==> src/hw/cpu_bus_pkg.sv <==
package cpu_bus_pkg;

	////////////////////
	// Vector types

	typedef logic [15:0] cpu_addr_t;
	typedef logic [7:0] cpu_data_t;
	typedef logic [12:0] video_addr_t;
	typedef logic [14:0] rom_addr_t;

	// Bus time slots, one per clk_6m cycle
	typedef enum logic [1:0] {
		slot_master_addr = 2'd0,
		slot_master_data = 2'd1,
		slot_sub_addr = 2'd2,
		slot_sub_data = 2'd3
	} slot_e;

	////////////////////
	// Bus structs

	typedef struct packed {
		logic valid;
		cpu_addr_t addr;
		logic we_n;
		cpu_data_t wdata;
	} cpu_req_s;

	typedef struct packed {
		logic scroll0;
		logic scroll1;
		logic object;
		logic latch0;
		logic latch1;
		logic backcolor;
	} video_sel_s;

	typedef struct packed {
		video_addr_t addr;
		cpu_data_t wdata;
		logic we_n;
		video_sel_s sel;
		logic owner_sub;
	} video_bus_s;

	////////////////////
	// Address map

	localparam cpu_addr_t SCROLL0_BASE = 16'h0000;
	localparam cpu_addr_t SCROLL1_BASE = 16'h2000;
	localparam cpu_addr_t OBJECT_BASE = 16'h4000;
	localparam cpu_addr_t CTRL_BASE = 16'h6000;
	localparam cpu_addr_t MASTER_BANK_BASE = 16'h8000;
	localparam cpu_addr_t MASTER_FIXED_BASE = 16'hC000;
	localparam cpu_addr_t SUB_ROM_BASE = 16'h8000;

	// Control space, decoded on addr bits 12..10
	localparam cpu_addr_t CTRL_LATCH0 = 16'h6000;
	localparam cpu_addr_t CTRL_LATCH1 = 16'h6400;
	localparam cpu_addr_t CTRL_BACKCOLOR = 16'h6800;
	localparam cpu_addr_t CTRL_BANK = 16'h6C00;
	localparam cpu_addr_t CTRL_MASTER_RESET = 16'h6800;
	localparam cpu_addr_t CTRL_IRQ_ACK = 16'h7000;

	// Master reset hold after a reset request
	localparam int RESET_HOLD_CYCLES = 16;
	localparam int HOLD_CNT_W = $clog2(RESET_HOLD_CYCLES + 1);
	typedef logic [HOLD_CNT_W-1:0] hold_cnt_t;

endpackage
==> src/hw/cpu_subsystem.sv <==
module cpu_subsystem (
	input logic clk_6m,
	input logic rst_n,
	input logic vblank_n,
	input cpu_bus_pkg::cpu_req_s master_req,
	input cpu_bus_pkg::cpu_req_s sub_req,
	input cpu_bus_pkg::cpu_data_t video_rdata,
	input cpu_bus_pkg::cpu_data_t master_rom_rdata,
	input cpu_bus_pkg::cpu_data_t sub_rom_rdata,
	output cpu_bus_pkg::video_bus_s video_bus,
	output cpu_bus_pkg::rom_addr_t master_rom,
	output logic master_rom_en,
	output cpu_bus_pkg::rom_addr_t sub_rom,
	output logic sub_rom_en,
	output cpu_bus_pkg::cpu_data_t master_rdata,
	output cpu_bus_pkg::cpu_data_t sub_rdata,
	output logic master_done,
	output logic sub_done,
	output logic master_irq,
	output logic sub_irq,
	output logic master_reset_n
);

	cpu_bus_pkg::slot_e slot;
	cpu_bus_pkg::video_sel_s master_sel;
	cpu_bus_pkg::video_sel_s sub_sel;
	cpu_bus_pkg::rom_addr_t master_rom_addr;
	cpu_bus_pkg::rom_addr_t sub_rom_addr;
	logic master_rom_sel;
	logic sub_rom_sel;
	logic reset_request;

	////////////////////
	// Bus timing

	bus_slot_sequencer bus_slot_sequencer_i (
		.clk_6m(clk_6m),
		.rst_n(rst_n),
		.master_req(master_req),
		.sub_req(sub_req),
		.reset_request(reset_request),
		.slot(slot),
		.master_done(master_done),
		.sub_done(sub_done),
		.master_reset_n(master_reset_n)
	);

	////////////////////
	// Address decoders

	master_decoder master_decoder_i (
		.clk_6m(clk_6m),
		.rst_n(rst_n),
		.req(master_req),
		.done(master_done),
		.vblank_n(vblank_n),
		.sel(master_sel),
		.rom_sel(master_rom_sel),
		.rom_addr(master_rom_addr),
		.irq(master_irq)
	);

	sub_decoder sub_decoder_i (
		.clk_6m(clk_6m),
		.rst_n(rst_n),
		.req(sub_req),
		.done(sub_done),
		.vblank_n(vblank_n),
		.sel(sub_sel),
		.rom_sel(sub_rom_sel),
		.rom_addr(sub_rom_addr),
		.irq(sub_irq),
		.reset_request(reset_request)
	);

	////////////////////
	// Shared video bus and ROM read path

	video_bus_mux video_bus_mux_i (
		.clk_6m(clk_6m),
		.rst_n(rst_n),
		.slot(slot),
		.master_req(master_req),
		.sub_req(sub_req),
		.master_sel(master_sel),
		.sub_sel(sub_sel),
		.bus(video_bus)
	);

	rom_read_mux rom_read_mux_i (
		.clk_6m(clk_6m),
		.rst_n(rst_n),
		.master_done(master_done),
		.sub_done(sub_done),
		.master_rom_sel(master_rom_sel),
		.sub_rom_sel(sub_rom_sel),
		.master_rom_addr(master_rom_addr),
		.sub_rom_addr(sub_rom_addr),
		.master_rom_rdata(master_rom_rdata),
		.sub_rom_rdata(sub_rom_rdata),
		.video_rdata(video_rdata),
		.master_rom(master_rom),
		.master_rom_en(master_rom_en),
		.sub_rom(sub_rom),
		.sub_rom_en(sub_rom_en),
		.master_rdata(master_rdata),
		.sub_rdata(sub_rdata)
	);

endmodule

==> src/hw/rom_read_mux.sv <==
module rom_read_mux (
	input logic clk_6m,
	input logic rst_n,
	input logic master_done,
	input logic sub_done,
	input logic master_rom_sel,
	input logic sub_rom_sel,
	input cpu_bus_pkg::rom_addr_t master_rom_addr,
	input cpu_bus_pkg::rom_addr_t sub_rom_addr,
	input cpu_bus_pkg::cpu_data_t master_rom_rdata,
	input cpu_bus_pkg::cpu_data_t sub_rom_rdata,
	input cpu_bus_pkg::cpu_data_t video_rdata,
	output cpu_bus_pkg::rom_addr_t master_rom,
	output logic master_rom_en,
	output cpu_bus_pkg::rom_addr_t sub_rom,
	output logic sub_rom_en,
	output cpu_bus_pkg::cpu_data_t master_rdata,
	output cpu_bus_pkg::cpu_data_t sub_rdata
);

	// ROM ports follow their own decoder
	assign master_rom = master_rom_addr;
	assign master_rom_en = master_rom_sel;
	assign sub_rom = sub_rom_addr;
	assign sub_rom_en = sub_rom_sel;

	////////////////////
	// Read data capture

	// Held until that CPU's next completion
	always_ff @(posedge clk_6m or negedge rst_n) begin
		if (!rst_n) begin
			master_rdata <= '0;
			sub_rdata <= '0;
		end else begin
			if (master_done) begin
				master_rdata <= master_rom_sel ? master_rom_rdata : video_rdata;
			end
			if (sub_done) begin
				sub_rdata <= sub_rom_sel ? sub_rom_rdata : video_rdata;
			end
		end
	end

endmodule

==> src/hw/video_bus_mux.sv <==
module video_bus_mux (
	input logic clk_6m,
	input logic rst_n,
	input cpu_bus_pkg::slot_e slot,
	input cpu_bus_pkg::cpu_req_s master_req,
	input cpu_bus_pkg::cpu_req_s sub_req,
	input cpu_bus_pkg::video_sel_s master_sel,
	input cpu_bus_pkg::video_sel_s sub_sel,
	output cpu_bus_pkg::video_bus_s bus
);

	logic owner_sub;
	logic owner_we_n;
	cpu_bus_pkg::cpu_req_s owner_req;
	cpu_bus_pkg::video_sel_s owner_sel;

	// Sub owns the bus in its two slots
	assign owner_sub = (slot == cpu_bus_pkg::slot_sub_addr) ||
		(slot == cpu_bus_pkg::slot_sub_data);

	assign owner_req = owner_sub ? sub_req : master_req;
	assign owner_sel = owner_sub ? sub_sel : master_sel;

	// No write strobe without a live request
	assign owner_we_n = owner_req.we_n || !owner_req.valid;

	////////////////////
	// Registered video bus

	always_ff @(posedge clk_6m or negedge rst_n) begin
		if (!rst_n) begin
			bus.addr <= '0;
			bus.wdata <= '0;
			bus.we_n <= 1'b1;
			bus.sel <= '0;
			bus.owner_sub <= 1'b0;
		end else begin
			bus.addr <= owner_req.addr[12:0];
			bus.wdata <= owner_we_n ? '0 : owner_req.wdata;
			bus.we_n <= owner_we_n;
			bus.sel <= owner_sel;
			bus.owner_sub <= owner_sub;
		end
	end

endmodule

==> src/hw/sub_decoder.sv <==
module sub_decoder (
	input logic clk_6m,
	input logic rst_n,
	input cpu_bus_pkg::cpu_req_s req,
	input logic done,
	input logic vblank_n,
	output cpu_bus_pkg::video_sel_s sel,
	output logic rom_sel,
	output cpu_bus_pkg::rom_addr_t rom_addr,
	output logic irq,
	output logic reset_request
);

	logic vblank_n_q;
	logic vblank_fall;
	logic write_done;
	logic mreset_hit;
	logic ack_hit;

	// Same video map as the master, no backcolor
	always_comb begin
		sel = '0;
		if (req.valid) begin
			sel.scroll0 = req.addr[15:13] == cpu_bus_pkg::SCROLL0_BASE[15:13];
			sel.scroll1 = req.addr[15:13] == cpu_bus_pkg::SCROLL1_BASE[15:13];
			sel.object = req.addr[15:13] == cpu_bus_pkg::OBJECT_BASE[15:13];
			sel.latch0 = req.addr[15:10] == cpu_bus_pkg::CTRL_LATCH0[15:10];
			sel.latch1 = req.addr[15:10] == cpu_bus_pkg::CTRL_LATCH1[15:10];
		end
	end

	assign mreset_hit = req.valid &&
		req.addr[15:10] == cpu_bus_pkg::CTRL_MASTER_RESET[15:10];
	assign ack_hit = req.valid && req.addr[15:10] == cpu_bus_pkg::CTRL_IRQ_ACK[15:10];
	assign write_done = done && !req.we_n;

	// Whole upper half is sub program ROM
	assign rom_sel = req.valid && req.addr[15] == cpu_bus_pkg::SUB_ROM_BASE[15];
	assign rom_addr = req.addr[14:0];

	assign vblank_fall = vblank_n_q && !vblank_n;

	////////////////////
	// Interrupt and master reset

	always_ff @(posedge clk_6m or negedge rst_n) begin
		if (!rst_n) begin
			vblank_n_q <= 1'b1;
			irq <= 1'b0;
			reset_request <= 1'b0;
		end else begin
			vblank_n_q <= vblank_n;
			reset_request <= write_done && mreset_hit;
			if (vblank_fall) begin
				irq <= 1'b1;
			end else if (write_done && ack_hit) begin
				irq <= 1'b0;
			end
		end
	end

endmodule

==> src/hw/master_decoder.sv <==
module master_decoder (
	input logic clk_6m,
	input logic rst_n,
	input cpu_bus_pkg::cpu_req_s req,
	input logic done,
	input logic vblank_n,
	output cpu_bus_pkg::video_sel_s sel,
	output logic rom_sel,
	output cpu_bus_pkg::rom_addr_t rom_addr,
	output logic irq
);

	logic bank;
	logic vblank_n_q;
	logic vblank_fall;
	logic write_done;
	logic bank_hit;
	logic ack_hit;
	logic in_window;
	logic in_fixed;

	////////////////////
	// Video and control selects

	always_comb begin
		sel = '0;
		if (req.valid) begin
			sel.scroll0 = req.addr[15:13] == cpu_bus_pkg::SCROLL0_BASE[15:13];
			sel.scroll1 = req.addr[15:13] == cpu_bus_pkg::SCROLL1_BASE[15:13];
			sel.object = req.addr[15:13] == cpu_bus_pkg::OBJECT_BASE[15:13];
			sel.latch0 = req.addr[15:10] == cpu_bus_pkg::CTRL_LATCH0[15:10];
			sel.latch1 = req.addr[15:10] == cpu_bus_pkg::CTRL_LATCH1[15:10];
			sel.backcolor = req.addr[15:10] == cpu_bus_pkg::CTRL_BACKCOLOR[15:10];
		end
	end

	// Registers inside the control space
	assign bank_hit = req.valid && req.addr[15:10] == cpu_bus_pkg::CTRL_BANK[15:10];
	assign ack_hit = req.valid && req.addr[15:10] == cpu_bus_pkg::CTRL_IRQ_ACK[15:10];
	assign write_done = done && !req.we_n;

	////////////////////
	// Program ROM

	assign in_window = req.valid &&
		req.addr[15:14] == cpu_bus_pkg::MASTER_BANK_BASE[15:14];
	assign in_fixed = req.valid &&
		req.addr[15:14] == cpu_bus_pkg::MASTER_FIXED_BASE[15:14];
	assign rom_sel = in_window || in_fixed;
	assign rom_addr = in_window ? {bank, req.addr[13:0]} : req.addr[14:0];

	always_ff @(posedge clk_6m or negedge rst_n) begin
		if (!rst_n) begin
			bank <= 1'b0;
		end else if (write_done && bank_hit) begin
			bank <= req.wdata[0];
		end
	end

	////////////////////
	// Vblank interrupt

	assign vblank_fall = vblank_n_q && !vblank_n;

	// New edge beats an acknowledge in the same cycle
	always_ff @(posedge clk_6m or negedge rst_n) begin
		if (!rst_n) begin
			vblank_n_q <= 1'b1;
			irq <= 1'b0;
		end else begin
			vblank_n_q <= vblank_n;
			if (vblank_fall) begin
				irq <= 1'b1;
			end else if (write_done && ack_hit) begin
				irq <= 1'b0;
			end
		end
	end

	assert property (@(posedge clk_6m) disable iff (!rst_n) $onehot0(sel));

endmodule

==> src/hw/bus_slot_sequencer.sv <==
module bus_slot_sequencer (
	input logic clk_6m,
	input logic rst_n,
	input cpu_bus_pkg::cpu_req_s master_req,
	input cpu_bus_pkg::cpu_req_s sub_req,
	input logic reset_request,
	output cpu_bus_pkg::slot_e slot,
	output logic master_done,
	output logic sub_done,
	output logic master_reset_n
);

	cpu_bus_pkg::slot_e slot_next;
	cpu_bus_pkg::hold_cnt_t hold_cnt;

	////////////////////
	// Slot FSM, mimics the 1H / 2H phases

	always_comb begin
		case (slot)
			cpu_bus_pkg::slot_master_addr: slot_next = cpu_bus_pkg::slot_master_data;
			cpu_bus_pkg::slot_master_data: slot_next = cpu_bus_pkg::slot_sub_addr;
			cpu_bus_pkg::slot_sub_addr: slot_next = cpu_bus_pkg::slot_sub_data;
			default: slot_next = cpu_bus_pkg::slot_master_addr;
		endcase
	end

	always_ff @(posedge clk_6m or negedge rst_n) begin
		if (!rst_n) begin
			slot <= cpu_bus_pkg::slot_master_addr;
		end else begin
			slot <= slot_next;
		end
	end

	// Completion at the end of each CPU's data slot
	assign master_done = (slot == cpu_bus_pkg::slot_master_data) && master_req.valid &&
		master_reset_n;
	assign sub_done = (slot == cpu_bus_pkg::slot_sub_data) && sub_req.valid;

	////////////////////
	// Master reset hold

	// Loaded on reset and on every reset request from the sub, counts down to release
	always_ff @(posedge clk_6m or negedge rst_n) begin
		if (!rst_n) begin
			hold_cnt <= cpu_bus_pkg::hold_cnt_t'(cpu_bus_pkg::RESET_HOLD_CYCLES);
		end else if (reset_request) begin
			hold_cnt <= cpu_bus_pkg::hold_cnt_t'(cpu_bus_pkg::RESET_HOLD_CYCLES);
		end else if (hold_cnt != '0) begin
			hold_cnt <= hold_cnt - 1'b1;
		end
	end

	assign master_reset_n = (hold_cnt == '0);

	// Only one CPU owns the data phase at a time
	assert property (@(posedge clk_6m) disable iff (!rst_n) !(master_done && sub_done));

endmodule

==> config.mk <==
export PLATFORM = sky130hd
export DESIGN_NAME = cpu_subsystem
export DESIGN_NICKNAME = d
export VERILOG_FILES = /design/src/hw/cpu_bus_pkg.sv /design/src/hw/cpu_subsystem.sv /design/src/hw/rom_read_mux.sv /design/src/hw/video_bus_mux.sv /design/src/hw/sub_decoder.sv /design/src/hw/master_decoder.sv /design/src/hw/bus_slot_sequencer.sv
export SDC_FILE = /design/constraint.sdc
export NUM_CORES = 1
export LEC_CHECK = 0
export BUFFER_PORTS_ARGS = -buffer_cell sky130_fd_sc_hd__buf_2
export CAP_MARGIN = 20
export CORE_MARGIN = 2
export CORE_UTILIZATION = 47
export CTS_CLUSTER_DIAMETER = 120
export DETAILED_ROUTE_END_ITERATION = 16
export PLACE_DENSITY_LB_ADDON = 0.08
export SETUP_SLACK_MARGIN = 0.5
export SYNTH_ARGS = -nofsm -noshare
export SYNTH_HDL_FRONTEND = slang
export SYNTH_SLANG_ARGS = --single-unit
==> constraint.sdc <==
create_clock -name clk_6m -period 4.6 [get_ports clk_6m]
set_input_delay 0.23 -clock clk_6m [delete_from_list [all_inputs] [get_ports clk_6m]]
set_output_delay 0.23 -clock clk_6m [all_outputs]
set_load 0.02 [all_outputs]
# After elaboration in Yosys (flattened, before gate mapping)
# Index checks and enable logic that the tools add are counted.
# totals
reg_bits	57
latchBits	0
ramBits	0
romBits	0
out_inout_bits	82
wordCells	85
n_memories	0
# op_classes
n_addsub	1
multipliers	0
div	0
magnitude_cmp	0
eq_ne	18
shift	0
n_mux	15
bitwise_logic	0
n_reduce_logical	32
# ops
operator	count
6-bit by 5-bit equality test with 1-bit output, second input constant	9
26-bit two-way mux	1
8-bit two-way mux	3
1-bit logical AND	17
15-bit two-way mux	1
5-bit two-way mux	3
6-bit two-way mux	2
2-bit equality test, second input constant	4
3-bit by 1-bit equality test with 1-bit output, second input constant	2
3-bit by 2-bit equality test with 1-bit output, second input constant	2
3-bit zero test	2
2-bit case mux with 3 select lines	1
2-bit nonzero test	3
5-bit zero test	1
5-bit nonzero test	1
5-bit by 1-bit subtractor with 5-bit output, second input constant	1
1-bit zero test	4
1-bit two-way mux	4
1-bit logical OR	3
2-bit by 1-bit equality test with 1-bit output, second input constant	1
2-bit zero test	1

# Logic depth before layout (Yosys ltp)
# logic_depth
word_depth	7
ltp_mapped	7
mapped_depth_nobuf	6

# Modules after synthesis
# From an unflattened synthesis, not the netlist that was laid out.
# hier_totals
hier_cells	274
area_unflattened_um2	3090.5
# modules_own_cells
mod	n_inst	cells_per_inst	area_each_um2
video_bus_mux	1	63	1067.3
rom_read_mux	1	102	1001.0
bus_slot_sequencer	1	35	389.1
master_decoder	1	37	324.1
sub_decoder	1	37	309.0

# Worst setup path before layout
# No wires, ideal clock.
# synth_timing
path_type	register -> output
startpoint	reg bus_slot_sequencer_i.hold_cnt[0]
endpoint	out master_done
t_arrival_ps	1504
t_required_ps	4370
slack_ps	2866
path_stages_with_launch	7
path_buffers	1
path_cell_list	dfrtp_1 > inv_1 > ha_1 > or4b_4 > inv_2 > and2_1 > buf_2
# synth_between
elab_chain_len	2
# synth_rtl
element	line	rtl
start, declared	bus_slot_sequencer.sv:14	cpu_bus_pkg::hold_cnt_t hold_cnt;
start signal, assigned	bus_slot_sequencer.sv:47	hold_cnt <= cpu_bus_pkg::hold_cnt_t'(cpu_bus_pkg::RESET_HOLD_CYCLES);
start signal, assigned	bus_slot_sequencer.sv:49	hold_cnt <= cpu_bus_pkg::hold_cnt_t'(cpu_bus_pkg::RESET_HOLD_CYCLES);
start signal, assigned	bus_slot_sequencer.sv:51	hold_cnt <= hold_cnt - 1'b1;
5-bit zero test	bus_slot_sequencer.sv:55	assign master_reset_n = (hold_cnt == '0);
1-bit logical AND	bus_slot_sequencer.sv:37	assign master_done = (slot == cpu_bus_pkg::slot_master_data) && master_req.valid &&
end, declared	cpu_subsystem.sv:17	output logic master_done,
# Every way passes these cells.

# Worst setup path in the final report
# Ends and elaborated chain as after synthesis.

==> metrics.log <==
[metrics] worst flop-to-flop path endpoint: rom_read_mux_i.master_rdata[0]
[metrics] Root Buffer Master: sky130_fd_sc_hd__clkbuf_8
[metrics] arrival time at the worst endpoint: around 2.3 ns
[metrics] final total power: ~1.4 mW
[metrics] vias per inst: 4.935
[metrics] via count of the first global-routing pass: around 2200
[metrics] fraction of the yosys area taken by sequential cells: 0.5172
[metrics] CTS-repair resized insts: 0
[metrics] VDD IR max: 0.2291 mV
[metrics] count of mapped cells out of synthesis: about 280
[metrics] number of post-CTS setup repair buffers: 0
[metrics] Post-Place Worst Slack: between 2 and 2.5 ns
[metrics] Overflow after GRT: 0
[metrics] number of nets with antenna violations after routing: 0
[metrics] sum of negative setup slack: 0 ns
[metrics] Post-Synthesis Mean Instance Area: 9.736 µm²
[metrics] clock latency on the worst-skew pair: ~0.32 ns
[metrics] via count: 2443
[metrics] first-pass GRT wire length: 10300 µm
[metrics] WP data required: around 4.4 ns
[metrics] Yosys warning total: 0
[metrics] maximum cell stage delay along the critical path: about 0.52 ns
[metrics] fin worst setup slack: just over 2 ns
[metrics] result of the run: finished, final reports clean
[metrics] largest clock skew in the final design: 0.007605 ns
[metrics] net total in the final layout: roughly 500
[metrics] Chip Width: ~80 µm
[metrics] endpoint class of the critical path: output pin
[metrics] most used cells in the layout excluding fill and tap cells: sky130_fd_sc_hd__buf_2, sky130_fd_sc_hd__nand2_1, sky130_fd_sc_hd__dfrtp_1
[metrics] final HPWL from detailed placement: roughly 5000 µm
[metrics] number of buffers inserted by port buffering: 160
[metrics] residual DRC count: 0
[metrics] critical-path cell with the highest stage delay: sky130_fd_sc_hd__or4b_4
[metrics] kind of start point of the critical path: flop
[metrics] RSZ-0062 raised after global routing: no
[metrics] worst-margin pin slew: around 0.75 ns
[metrics] top achievable clock speed: 394.8 MHz
[metrics] combined area of all synthesized cells: about 0.0028 mm²
[metrics] worst hold slack: 0.03069 ns
[metrics] post-synth net total: between 300 and 400
[metrics] cell chain of the critical path: inv_1, ha_1, or4b_4, inv_2, and2_1, buf_2
[metrics] R2R depth: 6
[metrics] floorplan die area: between 0.006 and 0.007 mm²
[metrics] total routing usage reported by global routing: 0.2121
[metrics] Routed WL per cell: about 14 µm
[metrics] count of boundary I/O pins: approximately 160
[metrics] Max transition margin: 0.4998
[metrics] antenna violations before repair: 0
[metrics] largest net degree at the start of global routing: between 50 and 60
[metrics] number of violations reported at the end of detailed-routing iteration 0: between 60 and 70
[metrics] weighted congestion at the end of routability-driven global placement: roughly 0.75
[metrics] setup-violating endpoint count in the final report: 0
[metrics] y dimension of the die: about 81 µm
[metrics] Crit Reg-Reg Startpoint: bus_slot_sequencer_i.hold_cnt[0]
[metrics] type of the setup path with the least slack: flop to output pin
[metrics] number of sinks driven by the clock tree: between 50 and 60
[metrics] row count: 27
[metrics] CTS tree: yes
[metrics] power density over cell area: ~400 mW/mm²
[metrics] # Max-Cap Violations: 0
[metrics] final hold vios: 0
[metrics] Netlist cell types: 36
[metrics] maximum fanout along the worst path: 14
[metrics] cts bufs inserted: 9
[metrics] Filler Cell Count: approximately 510
[metrics] number of buffers inserted for hold repair after clock tree synthesis: 0
[metrics] final worst-path cycle share: 0.5506
[metrics] ant diodes: 0
[metrics] clock-pin transition on the worst setup and hold timing paths: about 0.06 ns
[metrics] time the worst path needs with I/O delays and setup: about 2.5 ns
[metrics] flops & latches, synth: 57
[metrics] total wire length: 6802 µm
[metrics] reg-to-reg setup timing slack: roughly 2.6 ns
[metrics] most frequent standard cell in the layout excluding fill and tap cells: sky130_fd_sc_hd__buf_2
[metrics] count of TritonRoute iterations in the first routing pass: 4
[metrics] static leakage: 2.022 nW
[metrics] Syn-to-layout area delta: 30.32%
[metrics] core area: 0.005608 mm²
[metrics] proportion of layout cells with a drive suffix above 1: 0.4326
[metrics] CTS max path bufs: 2
[metrics] worst min-delay path class: primary input to asynchronous set/reset pin
[metrics] initial core utilization: 0.4931
[metrics] number of max-slew violations in the final report: 0
[metrics] total number of H-tree levels: 3
worst max-delay path by stage:
stage | start | slack (ns) | to
floorplan | bus_slot_sequencer_i.hold_cnt[0] | 2.87 | master_done
global placement | bus_slot_sequencer_i.hold_cnt[0] | 2.48 | master_done
detailed placement | bus_slot_sequencer_i.hold_cnt[0] | 2.43 | master_done
CTS | bus_slot_sequencer_i.hold_cnt[0] | 2.07 | master_done
global route | bus_slot_sequencer_i.hold_cnt[0] | 1.93 | master_done
finish | bus_slot_sequencer_i.hold_cnt[0] | 2.07 | master_done
layer usage:
layer / track usage / wire length (µm) / up-vias
li1: - / - / 1197
met1: 0.2427 / 2647 / 1136
met2: 0.3642 / 3514 / 102
met3: 0.06742 / 558 / 8
met4: 0.09322 / 81 / 0
met5: 0 / 0 / -
state kept, by name, indices dropped and copies added, names as in the netlist:
| signal | cells |
|---|---|
| master_decoder_i.irq | 1 |
| bus_slot_sequencer_i.slot | 2 |
| sub_decoder_i.vblank_n_q | 1 |
| master_decoder_i.bank | 1 |
| bus_slot_sequencer_i.hold_cnt | 5 |
| sub_decoder_i.reset_request | 1 |
| rom_read_mux_i.sub_rdata | 8 |
| rom_read_mux_i.master_rdata | 8 |
| sub_decoder_i.irq | 1 |
| video_bus_mux_i.bus | 29 |
final cells by class:
cell class | instances | area, µm² | area share
clock buffers | 13 | 148.9 | 0.04132
clock inverters | 3 | 40.04 | 0.01111
inverters | 14 | 52.55 | 0.01458
multi-input cells | 173 | 1016 | 0.2819
flip-flops and latches | 57 | 1430 | 0.3969
well taps | 72 | 90.09 | 0.02500
repair buffers | 163 | 825.8 | 0.2292
synth_stat cells:
| cell | n | share of area |
|---|---|---|
| sky130_fd_sc_hd__o41ai_1 | 1 | 0.0032 |
| sky130_fd_sc_hd__a21oi_1 | 34 | 0.062 |
| sky130_fd_sc_hd__nor4b_1 | 2 | 0.0063 |
| sky130_fd_sc_hd__inv_1 | 13 | 0.018 |
| sky130_fd_sc_hd__or3_1 | 5 | 0.011 |
| sky130_fd_sc_hd__dfstp_2 | 3 | 0.029 |
| sky130_fd_sc_hd__nor4_1 | 1 | 0.0023 |
| sky130_fd_sc_hd__mux2_2 | 1 | 0.0041 |
| sky130_fd_sc_hd__nand4_1 | 3 | 0.0068 |
| sky130_fd_sc_hd__nand3b_1 | 1 | 0.0027 |
| sky130_fd_sc_hd__mux2i_1 | 16 | 0.058 |
| sky130_fd_sc_hd__nand4bb_1 | 1 | 0.0041 |
| sky130_fd_sc_hd__and2_1 | 4 | 0.0090 |
| sky130_fd_sc_hd__nor2b_1 | 1 | 0.0023 |
| sky130_fd_sc_hd__or3b_1 | 1 | 0.0032 |
| sky130_fd_sc_hd__nor4bb_1 | 3 | 0.011 |
| sky130_fd_sc_hd__or4bb_1 | 1 | 0.0041 |
| sky130_fd_sc_hd__nor2_1 | 18 | 0.024 |
| sky130_fd_sc_hd__a21o_1 | 2 | 0.0054 |
| sky130_fd_sc_hd__a22o_1 | 4 | 0.013 |
| sky130_fd_sc_hd__a211oi_1 | 1 | 0.0027 |
| sky130_fd_sc_hd__buf_4 | 31 | 0.084 |
| sky130_fd_sc_hd__nand2_1 | 56 | 0.076 |
| sky130_fd_sc_hd__ha_1 | 5 | 0.023 |
| sky130_fd_sc_hd__o32ai_1 | 2 | 0.0063 |
| sky130_fd_sc_hd__and4b_1 | 1 | 0.0036 |
| sky130_fd_sc_hd__nand2b_1 | 2 | 0.0045 |
| sky130_fd_sc_hd__dfrtp_1 | 54 | 0.49 |
| sky130_fd_sc_hd__o21ai_0 | 3 | 0.0054 |
| sky130_fd_sc_hd__inv_2 | 1 | 0.0014 |
| sky130_fd_sc_hd__buf_2 | 2 | 0.0036 |
| sky130_fd_sc_hd__nor3_1 | 2 | 0.0036 |
| sky130_fd_sc_hd__or4b_4 | 1 | 0.0050 |
| sky130_fd_sc_hd__buf_1 | 1 | 0.0014 |
| sky130_fd_sc_hd__clkbuf_1 | 6 | 0.0081 |
| sky130_fd_sc_hd__a31oi_2 | 1 | 0.0045 |
critical path, delay by kind of cell (launching register included):
family                     cells  cell delay, ns
DFF                            1            0.39
and+or+nand+nor                2            0.87
buffers and inverters          3            0.53
adders and majority gates      1            0.19
per-stage QoR:
step / utilization / cell area (µm²) / instances
4_1_cts: 0.6408 / 3593 / 494
5_1_grt: 0.6426 / 3603 / 495
6_report: 0.6426 / 3603 / 495
2_1_floorplan: - / 2765 / 284
3_3_place_gp: 0.6071 / 3405 / 478
3_5_place_dp: 0.6071 / 3405 / 478
report_power, final:
part | switching (mW) | internal, mW
Clock | 0.182 | 0.264
Combinational | 0.240 | 0.147
Sequential | 0.0415 | 0.576
Total | 0.464 | 0.986
kinds of logic (layout without fill, tap and decap cells):
family | count (synthesis) | count (layout) | share of synthesized area
AND/OR/NAND/NOR | 103 | 103 | 0.1801
flip-flops | 57 | 57 | 0.5172
buffers and inverters | 54 | 193 | 0.1163
AO/OA/AOI/OAI | 48 | 48 | 0.1018
multiplexers | 17 | 17 | 0.06199
adder cells (fa/ha/maj) | 5 | 5 | 0.02262
Note: power is estimated with default switching activity, not from simulation.
